File: src/rtl/lcdPkg.sv
package lcdPkg;

	// Refresh period minus one.
	localparam int RefreshBits = 21;
	localparam logic [RefreshBits-1:0] RefreshTicks = 21'd1_249_999; // 25 ms at 50 MHz.

	// Serial clock runs at CLK/8.
	localparam int SpiHalfPeriod = 4;
	localparam int DivBits = $clog2(SpiHalfPeriod);

	// Frame buffer geometry.
	localparam int PageCount = 8;
	localparam int ColumnCount = 128;
	localparam int BufferDepth = PageCount * ColumnCount;
	localparam int AddrWidth = $clog2(BufferDepth);
	localparam int PageBits = $clog2(PageCount);
	localparam int ColumnBits = $clog2(ColumnCount);

	localparam int ByteWidth = 8;
	localparam int WordWidth = ByteWidth + 2; // Tag on top of the byte.

	// Bit 0 of the tag lands on A0.
	typedef enum logic [1:0] {
		TagCommand = 2'b00,
		TagData    = 2'b01,
		TagIdle    = 2'b11
	} lcdTagE;

	localparam int InitCount = 11;
	localparam int InitBits = $clog2(InitCount);

	localparam logic [ByteWidth-1:0] InitCommands [0:InitCount-1] = '{
		8'hAF, // Display on.
		8'h40, // Start line zero.
		8'hA6, // Normal, not inverted.
		8'hA0, // ADC normal.
		8'hC8, // COM scan reversed.
		8'hA4, // All points normal.
		8'hA2, // Bias 1/9.
		8'h2F, // Booster, regulator and follower on.
		8'h24, // Regulator resistor ratio.
		8'h81, // Electronic volume mode.
		8'h24  // Volume value.
	};

	// Draw commands.
	localparam logic [ByteWidth-1:0] PageCmdBase = 8'hB0;
	localparam logic [ByteWidth-1:0] ColumnHighCmd = 8'h10;
	localparam logic [ByteWidth-1:0] ColumnLowCmd = 8'h00;

	typedef enum logic [1:0] {ModeInit, ModeDraw, ModeWait} ctrlModeE;

	typedef enum logic [1:0] {SpiIdle, SpiShift, SpiFinish} spiStateE;

endpackage
File: src/rtl/lcdControl.sv
`timescale 1ns/10ps

module lcdControl import lcdPkg::*; (
	input  logic                 CLK,
	input  logic                 RSTn,

	input  logic [ByteWidth-1:0] ReadData,
	output logic [AddrWidth-1:0] ReadAddr,

	input  logic                 SpiDone,
	output logic                 SpiStart,
	output logic [WordWidth-1:0] SpiWord,

	output logic                 FrameDone
);

	logic [RefreshBits-1:0] refreshCnt;
	logic refreshWrap;

	ctrlModeE mode;

	logic [InitBits-1:0] initIndex;
	logic [1:0] drawStep;   // Page cmd, column high, column low, data.
	logic [PageBits-1:0] page;
	logic [ColumnBits-1:0] column;

	lcdTagE drawTag;
	logic [ByteWidth-1:0] drawByte;

	logic lastInit;
	logic lastColumn;
	logic lastPage;

	// Free running refresh timer.
	assign refreshWrap = (refreshCnt == RefreshTicks);

	always_ff @(posedge CLK or negedge RSTn) begin
		if (!RSTn) begin
			refreshCnt <= '0;
		end else if (refreshWrap) begin
			refreshCnt <= '0;
		end else begin
			refreshCnt <= refreshCnt + 1'b1;
		end
	end

	assign lastInit = (initIndex == InitBits'(InitCount - 1));
	assign lastColumn = (column == ColumnBits'(ColumnCount - 1));
	assign lastPage = (page == PageBits'(PageCount - 1));

	// Buffer address follows the counters directly.
	assign ReadAddr = AddrWidth'(page * ColumnCount + column);

	// Word for the current draw step.
	always_comb begin
		drawTag = TagCommand;
		case (drawStep)
			2'd0: drawByte = PageCmdBase | ByteWidth'(page);
			2'd1: drawByte = ColumnHighCmd;
			2'd2: drawByte = ColumnLowCmd;
			default: begin
				drawTag = TagData;
				drawByte = ReadData;
			end
		endcase
	end

	always_ff @(posedge CLK or negedge RSTn) begin
		if (!RSTn) begin
			mode <= ModeInit;
			initIndex <= '0;
			drawStep <= '0;
			page <= '0;
			column <= '0;
			SpiStart <= 1'b0;
			SpiWord <= {TagIdle, ByteWidth'(0)};
			FrameDone <= 1'b0;
		end else begin
			FrameDone <= 1'b0;

			case (mode)
				ModeInit: begin
					if (SpiDone) begin
						SpiStart <= 1'b0;
						if (lastInit) begin
							initIndex <= '0;
							FrameDone <= 1'b1;
							mode <= ModeWait;
						end else begin
							initIndex <= initIndex + 1'b1;
						end
					end else begin
						// Held until the writer reports done.
						SpiWord <= {TagCommand, InitCommands[initIndex]};
						SpiStart <= 1'b1;
					end
				end

				ModeDraw: begin
					if (SpiDone) begin
						SpiStart <= 1'b0;
						if (drawStep != 2'd3) begin
							drawStep <= drawStep + 1'b1;
						end else if (!lastColumn) begin
							column <= column + 1'b1;
						end else begin
							// Page complete.
							column <= '0;
							drawStep <= '0;
							page <= page + 1'b1; // Wraps to zero after the last page.
							if (lastPage) begin
								FrameDone <= 1'b1;
								mode <= ModeWait;
							end
						end
					end else begin
						SpiWord <= {drawTag, drawByte};
						SpiStart <= 1'b1;
					end
				end

				default: begin
					// Only an idle controller takes a refresh tick.
					if (refreshWrap) begin
						mode <= ModeDraw;
					end
				end
			endcase
		end
	end

endmodule

File: config.mk
export PLATFORM = sky130hd
export DESIGN_NAME = lcdControl
export DESIGN_NICKNAME = d
export VERILOG_FILES = /design/src/rtl/lcdPkg.sv /design/src/rtl/lcdControl.sv
export SDC_FILE = /design/constraint.sdc
export NUM_CORES = 1
export LEC_CHECK = 0
export ABC_AREA = 1
export BUFFER_PORTS_ARGS = -buffer_cell sky130_fd_sc_hd__buf_2
export CAP_MARGIN = 20
export CORE_MARGIN = 3
export CORE_UTILIZATION = 30
export DETAILED_ROUTE_END_ITERATION = 8
export PLACE_DENSITY_LB_ADDON = 0.05
export SLEW_MARGIN = 20
export SYNTH_ARGS = -nofsm -noshare
export SYNTH_HDL_FRONTEND = slang
export SYNTH_SLANG_ARGS = --single-unit
File: constraint.sdc
create_clock -name CLK -period 1.32 [get_ports CLK]
set_input_delay 0 -clock CLK [delete_from_list [all_inputs] [get_ports CLK]]
set_output_delay 0 -clock CLK [all_outputs]
set_load 0.02 [all_outputs]
; ---- Yosys cells after proc, flatten, opt, wreduce, memory -nomap -nowiden
; Memories as Yosys holds them, arrays and structs flattened.
; Cells that the tools add are included.
[word_totals]
rom_bits = 128
regBits = 51
memories = 1
[mem_list]
columns = name, depth, width, read_ports, rd_clocked_by_memory_dff, write_ports, line
row1 = (no name shown), 16, 8, 1, 0, 0, lcdControl.sv:94  ; SpiWord <= {TagCommand, InitCommands[initIndex]};
[classes]
n_reduce_logical = 13
bitwise = 2
n_addsub = 6
eq_ne = 16
muxes = 28
magnitude_cmp = 1
[ops]
columns = cell, count
row1 = 8-bit one-hot mux with 3 select lines, 1
row2 = 21-bit by 1-bit adder with 21-bit output (second input constant), 1
row3 = 21-bit == test (second input constant), 1
row4 = 21-bit 2-to-1 mux, 1
row5 = 10-bit 2-to-1 mux, 2
row6 = 10-bit one-hot mux with 2 select lines, 1
row7 = 2-bit 2-to-1 mux, 9
row8 = 2-bit inequality test (second input constant), 9
row9 = 8-bit 2-to-1 mux, 2
row10 = 10-bit by 7-bit adder with 10-bit output, 1
row11 = 3-bit AND reduction, 3
row12 = 1-bit 2-to-1 mux, 8
row13 = 7-bit by 1-bit adder with 7-bit output (second input constant), 1
row14 = 7-bit == test (second input constant), 1
row15 = 7-bit 2-to-1 mux, 1
row16 = 7-bit AND reduction, 1
row17 = 5-bit greater-or-equal comparator (second input constant), 1
row18 = 4-bit inverter with 5-bit output, 1
row19 = 4-bit by 1-bit adder with 4-bit output (second input constant), 1
row20 = 2-bit by 1-bit == test with 1-bit output (second input constant), 2
row21 = 4-bit == test (second input constant), 1
row22 = 2-bit zero test, 2
row23 = 4-bit 2-to-1 mux, 1
row24 = 2-bit one-hot mux with 2 select lines, 1
row25 = 12 further kinds, 13

; ---- Longest topological paths before layout
[depth]
depth_word = 6
mapped_depth = 9
depth_no_buf = 8

; ---- Worst setup path after synthesis
; No wires, ideal clock.
[synth_path]
path_kind = reg-to-reg
from = register initIndex[0]
to = register mode[1]
arrival_time_ns = 1.296
stages_incl_launch_ff = 8
period_less_slack_ns = 1.417
required_time_ns = 1.199
path_slack_ns = -0.097
path_cell_list = dfrtp_1 > inv_1 > ha_1 > nand3_1 > inv_1 > o21ai_0 > a21oi_2 > nand2b_1
[synth_via]
elab_chain_cells = 3
[synth_lines]
columns = item, line
row1 = start: declaration, lcdControl.sv:22  ; logic [InitBits-1:0] initIndex;
row2 = start signal: assignment, lcdControl.sv:90  ; initIndex <= initIndex + 1'b1;
row3 = 4-bit == test, lcdControl.sv:47  ; assign lastInit = (initIndex == InitBits'(InitCount - 1));
row4 = 2-bit inequality test (no line), n/a
row5 = 7-bit AND reduction (no line), n/a
row6 = end signal: assignment, lcdControl.sv:70  ; mode <= ModeInit;
row7 = end signal: assignment, lcdControl.sv:88  ; mode <= ModeWait;
row8 = end signal: assignment, lcdControl.sv:113  ; mode <= ModeWait;
row9 = end: declaration, lcdControl.sv:20  ; ctrlModeE mode;
; No other way between the ends.
; A chain may end at the register's enable or synchronous reset.

; ---- Worst setup path after layout
[layout_path]
from = register refreshCnt[0]
to = register refreshCnt[12]
[layout_via]
elab_chain_cells = 2
[layout_lines]
columns = item, line
row1 = start: declaration, lcdControl.sv:17  ; logic [RefreshBits-1:0] refreshCnt;
row2 = start signal: assignment, lcdControl.sv:43  ; refreshCnt <= refreshCnt + 1'b1;
row3 = 21-bit by 1-bit adder with 21-bit output or 21-bit == test (tied branches), "lcdControl.sv:43, lcdControl.sv:35"
row4 = 21-bit 2-to-1 mux (*), lcdControl.sv:40  ; end else if (refreshWrap) begin
; Every way passes the cells marked *; elsewhere a longest branch is shown, timed or not.

==> summary.txt <==
Finish
  – Most frequent cells in the layout: nand2_1, buf_4, dfrtp_1, inv_1, buf_2
  – Nets: 487
  – Share of cells above drive strength 1: 40.9%
  – Layout area overhead: 41.6%
  – # fillers: 970
  – Final Non-Filler Cells: 591
  – Most common cell after layout, fill and taps aside: nand2_1
  – Ant. Diodes: 0

Global routing
  – Total GRT Usage: 14.3%
  – Global route overflow: 0
  – GR peak layer: met2
  – Largest net degree at the start of global routing: 35
  – Met1 Track Usage GR: 20.1%
  – Met2 Track Usage GR: 23.5%
  – Vias in the first global route: 2631
  – Met3 usage: 2.29%
  – Initial antenna violation count: 0
  – First-pass GRT wire length: 12.9 mm

Run status
  – Status: finished, final reports clean

Detailed routing
  – DR vias/cell: 4.48
  – Final WL: 7.64 mm
  – DRT Pass-1 Iters: 4
  – Final ANT Viol Nets: 0
  – Residual DRC: 0
  – Vias: 2650
  – WL/cell: 12.9 µm
  – DRT iter0 DRCs: 92

STA
  – Final period util: 100%
  – Crit path time final: 1.32 ns
  – Clock skew: 0.00645 ns
  – Hold Slack: 0.0107 ns
  – Final hold vios: 0
  – Finish-stage setup viols: 0
  – Setup tns final: 0 ns
  – Slew margin rel.: 76.9%
  – RSZ-0062 raised after global routing: true
  – FMAX: 758 MHz
  – Worst-Margin Slew: 0.347 ns
  – Max Slew Vio Count: 0

Worst setup path
  – Most used cell, CP: nor2_4
  – Slowest stage cell on the critical path: dfrtp_1
  – FF-to-FF Start: refreshCnt[0]$_DFF_PN0_
  – Flop-to-flop setup slack: 0.0006 ns
  – CP Depth: 7
  – Buf/Inv on CP: 0
  – RR Endpoint: refreshCnt[12]$_DFF_PN0_
  – Worst setup startpoint: refreshCnt[0]$_DFF_PN0_
  – Worst path cell trace: ha_4, nand2_4, nor2_4, nand2_2, nor2_4, nand2_1, and3_1
  – Crit end category: flip-flop
  – Crit start category: flip-flop
  – WP data required: 1.51 ns
  – Worst endpoint data arrival time: 1.51 ns
  – Crit path kind: flip-flop to flip-flop
  – CP Capture Point: refreshCnt[12]$_DFF_PN0_
  – Family with the most delay on the worst path: simple AND/OR/NAND/NOR gates
  – Crit path largest cell delay: 0.40 ns
  – FF-to-FF path depth: 7
  – Critical path peak fanout: 4

Placement
  – Dpl hpwl: 5.91 mm
  – Port Buffers: 32
  – DP Cell Count: 567
  – Routability Congestion: 0.842

Job
  – Max_cap viols: 0

Clocking
  – Root Buffer: clkbuf_8
  – Clk slew on worst S/H paths: 0.09 ns
  – Htree depth: 2
  – Num CTS Buffers: 5
  – Max Root-Sink Buffers: 2
  – Latest clock arrival within the worst-skew pair: 0.30 ns
  – Sink Count: 51
  – CTS tree: yes

Synthesis
  – Syn_area_per_cell: 7.88 µm²
  – Synth async-reset ratio: 100%
  – Syn. warnings: 0
  – Seq cells post-synth: 51
  – Syn nets: 396
  – Synth Flop Type: dfrtp_1
  – Number of enable flip-flop cells after synthesis: 0
  – Seq/Total Area, Yosys: 43.9%
  – Synthesized area: 0.00292 mm²
  – Syn Inst Count: 370
  – Distinct cells, synth: 34

Floorplan
  – I/O Pins: 33
  – Initial core utilization: 31.3%
  – Die area: 0.0109 mm²
  – Die Wd: 105 µm
  – Num rows: 35
  – Die H: 105 µm
  – Core ar.: 0.00933 mm²

Power and ir drop
  – Power per Cell Area: 659 mW/mm²
  – Leak pwr: 1.93 nW
  – Peak supply drop: 0.000399 V

Hold path
  – Type of the worst min-delay path: input port to flip-flop
==> power by group <==
group          internal [mW]  leakage [nW]  switching (mW)
combinational         0.0271          1.26          0.0428
clock                  0.569        0.0524           0.521
sequential              1.56         0.617               0
==> how the worst min path moves through the flow <==
stage | slack (ns) | start | endpoint | depth (start not counted)
3_5_place_dp | 0.001 | RSTn | SpiStart$_DFFE_PN0N_ | 2
5_1_grt | 0.02 | ReadData[6] | SpiWord[6]$_DFFE_PN0P_ | 3
2_1_floorplan | -0.30 | RSTn | FrameDone$_DFF_PN0_ | 0
6_report | 0.01 | ReadData[6] | SpiWord[6]$_DFFE_PN0P_ | 3
3_3_place_gp | 0.004 | RSTn | SpiWord[6]$_DFFE_PN0P_ | 2
4_1_cts | 0.008 | SpiDone | drawStep[0]$_DFFE_PN0P_ | 3
==> timing repair <==
item / in CTS / in global routing
setup buffers: 1 / 11
pin swaps: 4 / 15
endpoints found under the hold margin: 54 / 0
gates cloned: 0 / 0
setup endpoints to repair: 33 / 39
hold buffers: 4 / 0
gates resized for setup: 22 / 83
==> metal layers <==
layer  vias up  wire [µm]  part of all wire [%]
met5         -          0                     0
met3         2        317                   4.1
met4         0         33                  0.43
met1      1235       3720                    49
li1       1366          -                     -
met2        47       3570                    47
==> cell families (layout without fill, tap and decap cells) <==
family / Yosys count / after routing / share of synthesized area (%)
flip-flops: 51 / 51 / 43.9
buffers and inverters: 53 / 145 / 7.08
AND/OR/NAND/NOR: 192 / 192 / 29.4
adder cells (fa/ha/maj): 15 / 15 / 6.44
XOR/XNOR: 15 / 15 / 4.51
multiplexers: 1 / 1 / 0.343
AO/OA/AOI/OAI: 43 / 43 / 8.33
==> Yosys cell counts, types with 3 or more instances <==
cell type	n	share of area [%]
inv_1	45	5.8
nand2_1	85	11
nand3_2	3	1.0
inv_2	3	0.39
nor2_2	7	1.5
nand2_2	4	0.86
dfrtp_1	49	42
nand3_1	22	3.8
xor2_1	13	3.9
a21oi_1	13	2.2
nor3_1	3	0.51
ha_1	15	6.4
o21ai_0	16	2.7
a31oi_1	6	1.3
buf_2	3	0.51
nor2_1	49	6.3
nand4_1	11	2.4
==> final cells by class <==
cell class / count / area, µm² / area share [%]
Clock inverter: 1 / 30.0 / 0.727
Tap cell: 129 / 161 / 3.91
Timing Repair Buffer: 89 / 629 / 15.2
Inverter: 48 / 198 / 4.79
Clock buffer: 7 / 76.3 / 1.85
Sequential cell: 51 / 1290 / 31.3
Multi-Input combinational cell: 266 / 1740 / 42.2
==> through the flow <==
stage	util (%)	power [mW]	worst slack (ns)	cell area [µm²]
after floorplan	-	1.59	-0.0155	2960
after global placement	38.3	1.66	-0.146	3570
after detailed placement	38.3	1.66	-0.142	3570
after CTS	40.7	2.80	-0.0119	3800
after global routing	44.3	2.85	-0.119	4130
final	44.3	2.72	0.000611	4130
==> flip-flops by register name, summed over array words and instances, names as in the netlist <==
name	cells
refreshCnt	21
page	3
drawStep	2
column	7
FrameDone	1
SpiStart	1
mode	2
initIndex	4
SpiWord	10
==> worst reg2reg max path: stages (launching register included) <==
cell and delay [ns]:
dfrtp_1 0.40, ha_4 0.17, nand2_4 0.06, nor2_4 0.12, nand2_2 0.10, nor2_4 0.15, nand2_1 0.06, and3_1 0.16
(Power assumes the default switching activity.)
