### src/rtl/lcdPkg.sv
package lcdPkg;

	// Refresh period minus one.
	localparam int RefreshBits = 21;
	localparam logic [RefreshBits-1:0] RefreshTicks = 21'd1_249_999; // 25 ms at 50 MHz.

	// Serial clock runs at CLK/8.
	localparam int SpiHalfPeriod = 4;
	localparam int DivBits = $clog2(SpiHalfPeriod);

	// Frame buffer geometry.
	localparam int PageCount = 8;
	localparam int ColumnCount = 128;
	localparam int BufferDepth = PageCount * ColumnCount;
	localparam int AddrWidth = $clog2(BufferDepth);
	localparam int PageBits = $clog2(PageCount);
	localparam int ColumnBits = $clog2(ColumnCount);

	localparam int ByteWidth = 8;
	localparam int WordWidth = ByteWidth + 2; // Tag on top of the byte.

	// Bit 0 of the tag lands on A0.
	typedef enum logic [1:0] {
		TagCommand = 2'b00,
		TagData    = 2'b01,
		TagIdle    = 2'b11
	} lcdTagE;

	localparam int InitCount = 11;
	localparam int InitBits = $clog2(InitCount);

	localparam logic [ByteWidth-1:0] InitCommands [0:InitCount-1] = '{
		8'hAF, // Display on.
		8'h40, // Start line zero.
		8'hA6, // Normal, not inverted.
		8'hA0, // ADC normal.
		8'hC8, // COM scan reversed.
		8'hA4, // All points normal.
		8'hA2, // Bias 1/9.
		8'h2F, // Booster, regulator and follower on.
		8'h24, // Regulator resistor ratio.
		8'h81, // Electronic volume mode.
		8'h24  // Volume value.
	};

	// Draw commands.
	localparam logic [ByteWidth-1:0] PageCmdBase = 8'hB0;
	localparam logic [ByteWidth-1:0] ColumnHighCmd = 8'h10;
	localparam logic [ByteWidth-1:0] ColumnLowCmd = 8'h00;

	typedef enum logic [1:0] {ModeInit, ModeDraw, ModeWait} ctrlModeE;

	typedef enum logic [1:0] {SpiIdle, SpiShift, SpiFinish} spiStateE;

endpackage
### src/rtl/spiWriter.sv
`timescale 1ns/10ps

module spiWriter import lcdPkg::*; (
	input  logic                 CLK,
	input  logic                 RSTn,

	input  logic                 SpiStart,
	input  logic [WordWidth-1:0] SpiWord,
	output logic                 SpiDone,

	output logic                 LcdCsn,
	output logic                 LcdA0,
	output logic                 LcdSclk,
	output logic                 LcdMosi
);

	spiStateE state;

	logic [DivBits-1:0] divCnt;   // Clocks within one SCLK half.
	logic [2:0] bitCnt;           // Bits already sent.
	logic [ByteWidth-1:0] shiftReg;
	logic a0Reg;
	logic sclkReg;

	lcdTagE startTag;
	logic halfDone;

	assign startTag = lcdTagE'(SpiWord[WordWidth-1:ByteWidth]);
	assign halfDone = (divCnt == DivBits'(SpiHalfPeriod - 1));

	always_ff @(posedge CLK or negedge RSTn) begin
		if (!RSTn) begin
			state <= SpiIdle;
			divCnt <= '0;
			bitCnt <= '0;
			shiftReg <= '0;
			a0Reg <= 1'b0;
			sclkReg <= 1'b0;
		end else begin
			case (state)
				SpiIdle: begin
					if (SpiStart) begin
						a0Reg <= SpiWord[ByteWidth];
						divCnt <= '0;
						bitCnt <= '0;
						if (startTag == TagIdle) begin
							// Nothing goes on the wire.
							shiftReg <= '0;
							state <= SpiFinish;
						end else begin
							shiftReg <= SpiWord[ByteWidth-1:0];
							state <= SpiShift;
						end
					end
				end

				SpiShift: begin
					if (halfDone) begin
						divCnt <= '0;
						sclkReg <= !sclkReg;
						// Falling SCLK moves on to the next bit.
						if (sclkReg) begin
							shiftReg <= {shiftReg[ByteWidth-2:0], 1'b0};
							bitCnt <= bitCnt + 1'b1;
							if (bitCnt == 3'd7) begin
								state <= SpiFinish; // Eighth period complete.
							end
						end
					end else begin
						divCnt <= divCnt + 1'b1;
					end
				end

				SpiFinish: begin
					state <= SpiIdle; // SpiStart is ignored here.
				end

				default: begin
					state <= SpiIdle;
				end
			endcase
		end
	end

	assign SpiDone = (state == SpiFinish);

	// Chip select frames the shift phase only.
	assign LcdCsn = (state != SpiShift);
	assign LcdA0 = a0Reg;
	assign LcdSclk = sclkReg;
	assign LcdMosi = shiftReg[ByteWidth-1]; // MSB first.

endmodule

### config.mk
export PLATFORM = sky130hd
export DESIGN_NAME = spiWriter
export DESIGN_NICKNAME = d
export VERILOG_FILES = /design/src/rtl/lcdPkg.sv /design/src/rtl/spiWriter.sv
export SDC_FILE = /design/constraint.sdc
export NUM_CORES = 1
export LEC_CHECK = 0
export ABC_AREA = 1
export BUFFER_PORTS_ARGS = -buffer_cell sky130_fd_sc_hd__buf_2
export CAP_MARGIN = 20
export CORE_UTILIZATION = 40
export CTS_BUF_LIST = sky130_fd_sc_hd__clkbuf_8 sky130_fd_sc_hd__clkbuf_16
export DETAILED_ROUTE_END_ITERATION = 8
export SYNTH_ARGS = -nofsm -noshare
export SYNTH_HDL_FRONTEND = slang
export SYNTH_SLANG_ARGS = --single-unit
### constraint.sdc
create_clock -name CLK -period 1.7 [get_ports CLK]
set_input_delay 0 -clock CLK [delete_from_list [all_inputs] [get_ports CLK]]
set_output_delay 0 -clock CLK [all_outputs]
set_load 0.005 [all_outputs]
Word level (Yosys, flattened, before mapping):

Cells that the tools add are included.

* register bits: 17
* latch bits: 0
* bits in writable memories: 0
* bits in read-only memories: 0
* input port bits: 13
* output and inout bits: 5
* word-level logic and storage cells: 44
* memories: 0

* add/subtract/negate cells: 2
* $mul: 0
* div/mod/pow operators: 0
* magnitude comparators: 0
* equality and inequality tests: 10
* shift-type cells: 0
* multiplexer cells: 18
* bitwise gates (word level): 0
* reduce and logical (&&, ||, !) cells: 8

Operator list (count)
* $mux W8: 4
* $pmux W8 S2: 1
* $mux W2: 7
* $mux W3: 3
* $ne A2 B2 Y1 const B: 4
* $pmux W2 S2: 2
* $reduce_and A4 Y1: 2
* $eq A2 B2 Y1 const B: 3
* $pmux W3 S2: 1
* $reduce_and A2 Y1: 3
* $add A3 B1 Y3 const B: 1
* $eq A3 B3 Y1 const B: 1
* $add A2 B1 Y2 const B: 1
* $eq A2 B1 Y1 const B: 1
* $logic_not A2 Y1: 1
* $ne A2 B1 Y1 const B: 1
* $reduce_bool A2 Y1: 1
* $logic_not A1 Y1: 1

Longest topological paths before layout:

Gate-level depths: netlist (run 1).

* depth in word-level cells: 5
* mapped depth: 8
* mapped depth without buffers: 6

Worst setup path before layout (run 1):

Ideal clock, no wire load.

* path kind: reg2reg
* start point: register divCnt[0]
* end point: register shiftReg[0]
* setup time: 0.116 ns
* arrival time: 1.103 ns
* data required time: 1.584 ns
* path slack: 0.481 ns
* cell stages (with the launch flop): 7
* path buffers: 1
* clock period less this slack: 1.219 ns
* path through: dfrtp_1 -> ha_1 -> o21ai_1 -> nor2_4 -> buf_6 -> nand2_2 -> nand2_1

* cells in the longest elaborated chain, start to end: 3

RTL lines
* start, declared: line spiWriter.sv:19 `logic [DivBits-1:0] divCnt;`
* start signal, assigned: line spiWriter.sv:70 `divCnt <= divCnt + 1'b1;`
* $eq A2 B2 Y1: line spiWriter.sv:29 `assign halfDone = (divCnt == DivBits'(SpiHalfPeriod - 1));`
* $ne A2 B2 Y1 (no line)
* $reduce_and A4 Y1 (no line)
* end signal, assigned: line spiWriter.sv:51 `shiftReg <= SpiWord[ByteWidth-1:0];`
* end signal, assigned: line spiWriter.sv:63 `shiftReg <= {shiftReg[ByteWidth-2:0], 1'b0};`
* end, declared: line spiWriter.sv:21 `logic [ByteWidth-1:0] shiftReg;`

Every way passes these cells.
A chain may end at the register's enable or synchronous reset.

Worst setup path in the final report (run 1):

* start point: register divCnt[0]
* end point: register bitCnt[2]

* cells in the longest elaborated chain, start to end: 3

RTL lines
* $eq A2 B2 Y1: line spiWriter.sv:29
* $ne A2 B2 Y1 (no line)
* $reduce_and A4 Y1 (no line)
* end signal, assigned: line spiWriter.sv:64 `bitCnt <= bitCnt + 1'b1;`
* end, declared: line spiWriter.sv:20 `logic [2:0] bitCnt;`

Every way passes these cells.

==> results.toml, run 1 <==
[sta]
maxSlewViolCount = 0
worst_pin_slew_ps = 436
fmax_ghz = 0.677
setup_viol = 0
post-route-min-period_ps = 1480
worst_slack_ps = 223
rsz0062_at_grt = "false"
fin_crit_sh_pct = 86.9
fin_hold_ws_ps = 19.6
skew_ps = 1.04
max-slew-margin-rel_pct = 70.8
finalHoldViolations = 0
tns_ps = 0

[synthesis]
synthCells = 120
synth_top_area_share_pct = 44.8
syn-cell-area_um2 = 950
ys_types = 23
yosys.area.top_type = "dfrtp_1"
synth_warnings = 0
ys_ff_latch = 17
synth.area.top_cells = "dfrtp_1 (45%), nand2_1 (17%), nand2_2 (8.6%), nand3_1 (4.2%), ha_1 (4.0%)"
synth.net_count = 136
yosysSeqAreaShare_pct = 44.8
avgSynthCellArea_um2 = 7.91

[global_routing]
grt_pass1_wl_um = 3080
grt-ovfl-total = 0
antenna_found_initial = 0
first_global_vias = 720
grt_max_degree = 18
grt_usage_pct = 16.3

[pwr]
pwr_density_cell_mw_per_mm2 = 668
comb_power_share_pct = 4.1
power.total_mw = 0.728
p_sw_share_pct = 20.9
ir_worst_vdd_uv = 423
power.share.clock_pct = 40.4
power.leakage_nw = 0.613
switching_power_mw = 0.152
internal_power_mw = 0.576
seq_power_share_pct = 55.5

[finish]
stdcell_count = 166
final_util_pct = 48.8
drive_above_1_share_pct = 28.3
final_area_mm2 = 0.00109
finalNetCount = 155
antenna_cells = 0
area_delta_synth_final_pct = 14.8

[route]
post_drt_wl_per_cell_um = 11.4
ant_nets = 0
firstDrtPassIters = 4
drtIter0Drc = 8
viasPerCell = 4.76
routed_wl_um = 1890
vias = 790
route.detailed.drc = 0

[place]
dp_hpwl_um = 1360
gp_congestion = 0.783
port-buffer-count = 17
pre_cts_ws_ps = 205
place_area_mm2 = 0.00103
placed_cells = 161

[clock_tree]
cts_sinks = 17
clk_latency_ps = 250
cts_resized = 0
cts-root-buf = "clkbuf_8"
cts_max_level = 1
path_clk_slew_ps = 70
clk_path_buf_depth = 2
tritoncts = "done"
cts_buffers = 3

[die]
die-width_um = 50.7
core_area_mm2 = 0.00223
dieArea_mm2 = 0.00257
rows = 17
io_pins = 18
die_h_um = 50.7
start_util_pct = 42.5

[setup_path]
crit_chain = "ha_1 -> inv_1 -> a21oi_1 -> nand3_1 -> nand2_1 -> nand2_1"
crit_path_top_delay_cell = "dfrtp_1"
critPathLaunchType = "flip-flop"
crit_type = "flip-flop to flip-flop"
crit_family = "simple AND/OR/NAND/NOR gates"
path_buf_inv = 1
cp_max_fo = 11
worstPathRequired_ps = 1840
reg2regPathDepth = 6
crit_path_end_kind = "flip-flop"
path_common_cell = "nand2_1"
cpPeakStageDelay_ps = 380
critical_path_depth = 6
arrival_ps = 1620

[worst_hold_path]
holdCritPathClass = "input port to flip-flop"
hold_depth = 3

[job]
max_cap_viol_count = 0

[run_status]
status = "finished clean"
-- power groups by stage --
stage	combinational, mW	clock [mW]	sequential (mW)
2_1_floorplan	0.00425	0	0.412
3_3_place_gp	0.0277	0	0.412
3_5_place_dp	0.0289	0	0.412
4_1_cts	0.0303	0.297	0.404
5_1_grt	0.0336	0.316	0.404
6_report	0.0299	0.294	0.404
-- flip-flops by register name, indices dropped and copies added, names as in the netlist --
signal,flops
shiftReg,8
divCnt,2
state,2
LcdSclk,1
LcdA0,1
bitCnt,3
-- logic make-up (layout without fill, tap and decap cells) --
| kind of cell | Yosys count | after routing | synth area share (%) |
|---|---|---|---|
| XOR/XNOR | 1 | 1 | 0.922 |
| flip-flops | 17 | 17 | 44.8 |
| buffers and inverters | 14 | 32 | 8.04 |
| AND/OR/NAND/NOR | 77 | 77 | 37.3 |
| adder cells (fa/ha/maj) | 3 | 3 | 3.95 |
| AO/OA/AOI/OAI | 8 | 8 | 5.01 |
-- routing by layer --
layer  vias to the layer above  share of wire, %  track usage [%]
li1                        411                 -                -
met1                       359                49             20.3
met2                        20                48             27.1
met3                         0               3.6             3.64
met4                         0                 0             6.94
met5                         -                 0                0
-- placed cells by master, fill, tap and decap left out, drive strengths merged --
| master | netlist | layout |
|---|---|---|
| dfrtp | 17 | 17 |
| nor4 | 1 | 1 |
| inv | 9 | 10 |
| o21ai | 3 | 3 |
| a31oi | 1 | 1 |
| nor3b | 1 | 1 |
| nand2 | 57 | 57 |
| ha | 3 | 3 |
| xor2 | 1 | 1 |
| clkbuf | 0 | 3 |
| a22o | 1 | 1 |
| dlygate4sd3 | 0 | 1 |
| nor2 | 9 | 9 |
| buf | 5 | 18 |
| nand3 | 9 | 9 |
| a21oi | 2 | 2 |
| o31ai | 1 | 1 |
-- worst reg2reg max path: cells and delay by family (launching register included) --
family / cells / cell delay, ps
compound gates: 1 / 120
simple gates: 3 / 570
flops: 1 / 380
buf+inv: 1 / 70
fa+ha+maj: 1 / 230
-- path summary, 6_finish.rpt --
| path | startpoint | end | slack, ps |
|---|---|---|---|
| min in group asynchronous | RSTn | LcdA0 | 200 |
| setup / recovery | divCnt[0] | bitCnt[2] | 220 |
| max in group asynchronous | RSTn | state[0] | 1220 |
| setup reg to reg | divCnt[0] | bitCnt[2] | 220 |
| hold reg to reg | shiftReg[4] | shiftReg[4] | 480 |
| hold / removal | SpiWord[8] | LcdA0 | 20 |
-- cell usage after synthesis --
library cell and count:
buf_4 2, nor2_2 1, a31oi_1 1, nor4_1 1, o21ai_1 1, dfrtp_1 17, ha_1 3, nor2_4 1
xor2_1 1, nand3_2 1, buf_6 2, nor2_1 7, a22o_1 1, o21ai_0 2, nor3b_1 1, inv_2 2
inv_1 7, buf_2 1, nand2_2 13, a21oi_1 2, nand2_1 44, o31ai_1 1, nand3_1 8
-- layout make-up --
cell class,instances,area [µm²]
clock buffers,3,41.3
clock inverters,1,3.75
flip-flops and latches,17,425
well taps,28,35.0
multi-input cells,89,448
inverters,9,33.8
repair buffers,19,103
fillers,236,1140
-- what timing repair did --
item | CTS | global route
setup buffers | 0 | 0
endpoints found under the hold margin | 17 | 0
setup endpoints to repair | 0 | 0
hold buffers | 1 | 0
Note: power is estimated with default switching activity, not from simulation.
==> run 2, diff against run 1 <==
- PLACE_DENSITY: default -> 0.66
==> run 2 against run 1 <==
Register-to-register slack gained 100 ps. Critical endpoint is now shiftReg[7]. Hold slack gained 1.7 ps. Critical path type unchanged. Largest cell class unchanged. Core utilization grew 0.22 points.
==> results.toml, run 2 (synthesis results as in run 1) <==
[run_status]
status = "finished clean"

[job]
max_cap_viol_count = 0

[pwr]
power.leakage_nw = 0.613
pwr_density_cell_mw_per_mm2 = 659
ir_worst_vdd_uv = 345

[sta]
tns_ps = 0
fin_crit_sh_pct = 80.8
post-route-min-period_ps = 1370
fmax_ghz = 0.728
finalHoldViolations = 0
maxSlewViolCount = 0
setup_viol = 0
fin_hold_ws_ps = 21.3
rsz0062_at_grt = "false"
skew_ps = 2.30
worst_pin_slew_ps = 390
max-slew-margin-rel_pct = 73.9

[finish]
largest_register = "shiftReg"
drive_above_1_share_pct = 29.0
fillers = 229
multiInputGateArea_um2 = 453
reg_top3 = "shiftReg: 8 flops, bitCnt: 3 flops"
largest_register_ffs = 8
antenna_cells = 0
finalNetCount = 155
final_cell_mix = "nand2_1 (44), dfrtp_1 (17), buf_2 (17), nand2_2 (13), inv_1 (8)"
layout_commonest_cell = "nand2_1"
seq_area_um2 = 425
area_delta_synth_final_pct = 15.3

[setup_path]
crit_type = "flip-flop to flip-flop"
crit_path_end_kind = "flip-flop"
worstPathRequired_ps = 1880
regToRegStartpoint = "state[0]"
critPathLaunchType = "flip-flop"
startpoint = "state[0]"
arrival_ps = 1560
cp_max_fo = 11

[clock_tree]
cts-root-buf = "clkbuf_8"
cts_max_level = 1
cts_buffers = 3
clk_latency_ps = 240
clk_path_buf_depth = 2
tritoncts = "done"
path_clk_slew_ps = 60
cts_sinks = 17

[global_routing]
grt_pass1_wl_um = 3250
grt_usage_pct = 16.9
grt-ovfl-total = 0
first_global_vias = 773
grt_max_degree = 18
antenna_found_initial = 0

[die]
io_pins = 18
start_util_pct = 42.5
core_area_mm2 = 0.00223
die-width_um = 50.7
die_h_um = 50.7
dieArea_mm2 = 0.00257
rows = 17

[route]
ant_nets = 0
viasPerCell = 4.81
route.detailed.drc = 0
vias = 799
firstDrtPassIters = 4
drtIter0Drc = 11
routed_wl_um = 1880
post_drt_wl_per_cell_um = 11.3

[worst_hold_path]
hold_start = "SpiWord[8]"
holdCritPathClass = "input port to flip-flop"

[place]
gp_congestion = 0.793
port-buffer-count = 17
dp_hpwl_um = 1350
## run 2: cell count changes in the layout (fill, tap and decap cells not counted)
cell / previous run / this run
nand3_1: 8 / 7
nand3_2: 1 / 2
## run 2: metrics by stage
step | worst slack [ps] | cells | power [mW] | cell area, µm² | utilization (%)
after floorplan | 481 | 120 | 0.416 | 950 | -
after detailed placement | 262 | 161 | 0.441 | 1030 | 46.3
after global routing | 127 | 166 | 0.751 | 1090 | 49.0
after CTS | 249 | 166 | 0.732 | 1090 | 48.8
after global placement | 316 | 161 | 0.440 | 1030 | 46.3
final | 327 | 166 | 0.721 | 1090 | 49.0
## run 2: final timing paths
check                               to  depth (start not counted)  slack [ps]
max                        shiftReg[7]                          6         330
min                              LcdA0                          3          20
max reg2reg                shiftReg[7]                          6         330
min reg2reg                shiftReg[6]                          2         490
max in group asynchronous  shiftReg[4]                          2        1230
min in group asynchronous     state[0]                          2         200
## run 2: worst max-delay path: stages (launching register included)
cell,delay (ps)
dfrtp_1,540
nor2_2,100
nand2_2,110
nand2_2,80
nor2_4,320
nand2_1,90
nand2_1,70
## run 2: routing by layer
layer	part of all wire (%)	track usage, %	vias up
met1	49	23.0	363
li1	-	-	410
met3	4.9	2.73	4
met2	44	26.0	22
met5	0	0	-
met4	1.4	7.87	0
## run 2: final cells by class
cell class | count | area share (%)
multi-input cells | 89 | 41.4
clock inverters | 1 | 0.343
well taps | 28 | 3.20
flip-flops and latches | 17 | 38.9
repair buffers | 19 | 9.37
inverters | 9 | 3.09
clock buffers | 3 | 3.77
## run 2: what timing repair did
action                                 CTS  global route
hold buffers                             1             0
buffers inserted                         0             0
endpoints found under the hold margin   17             0
gates resized for setup                  0             1
setup endpoints to repair                0             1
## run 2: where the power goes
part	switching (mW)	total (mW)	leakage (nW)	internal, mW
Sequential	0	0.405	0.217	0.405
Combinational	0.0172	0.0292	0.369	0.0119
Clock	0.128	0.287	0.0269	0.160
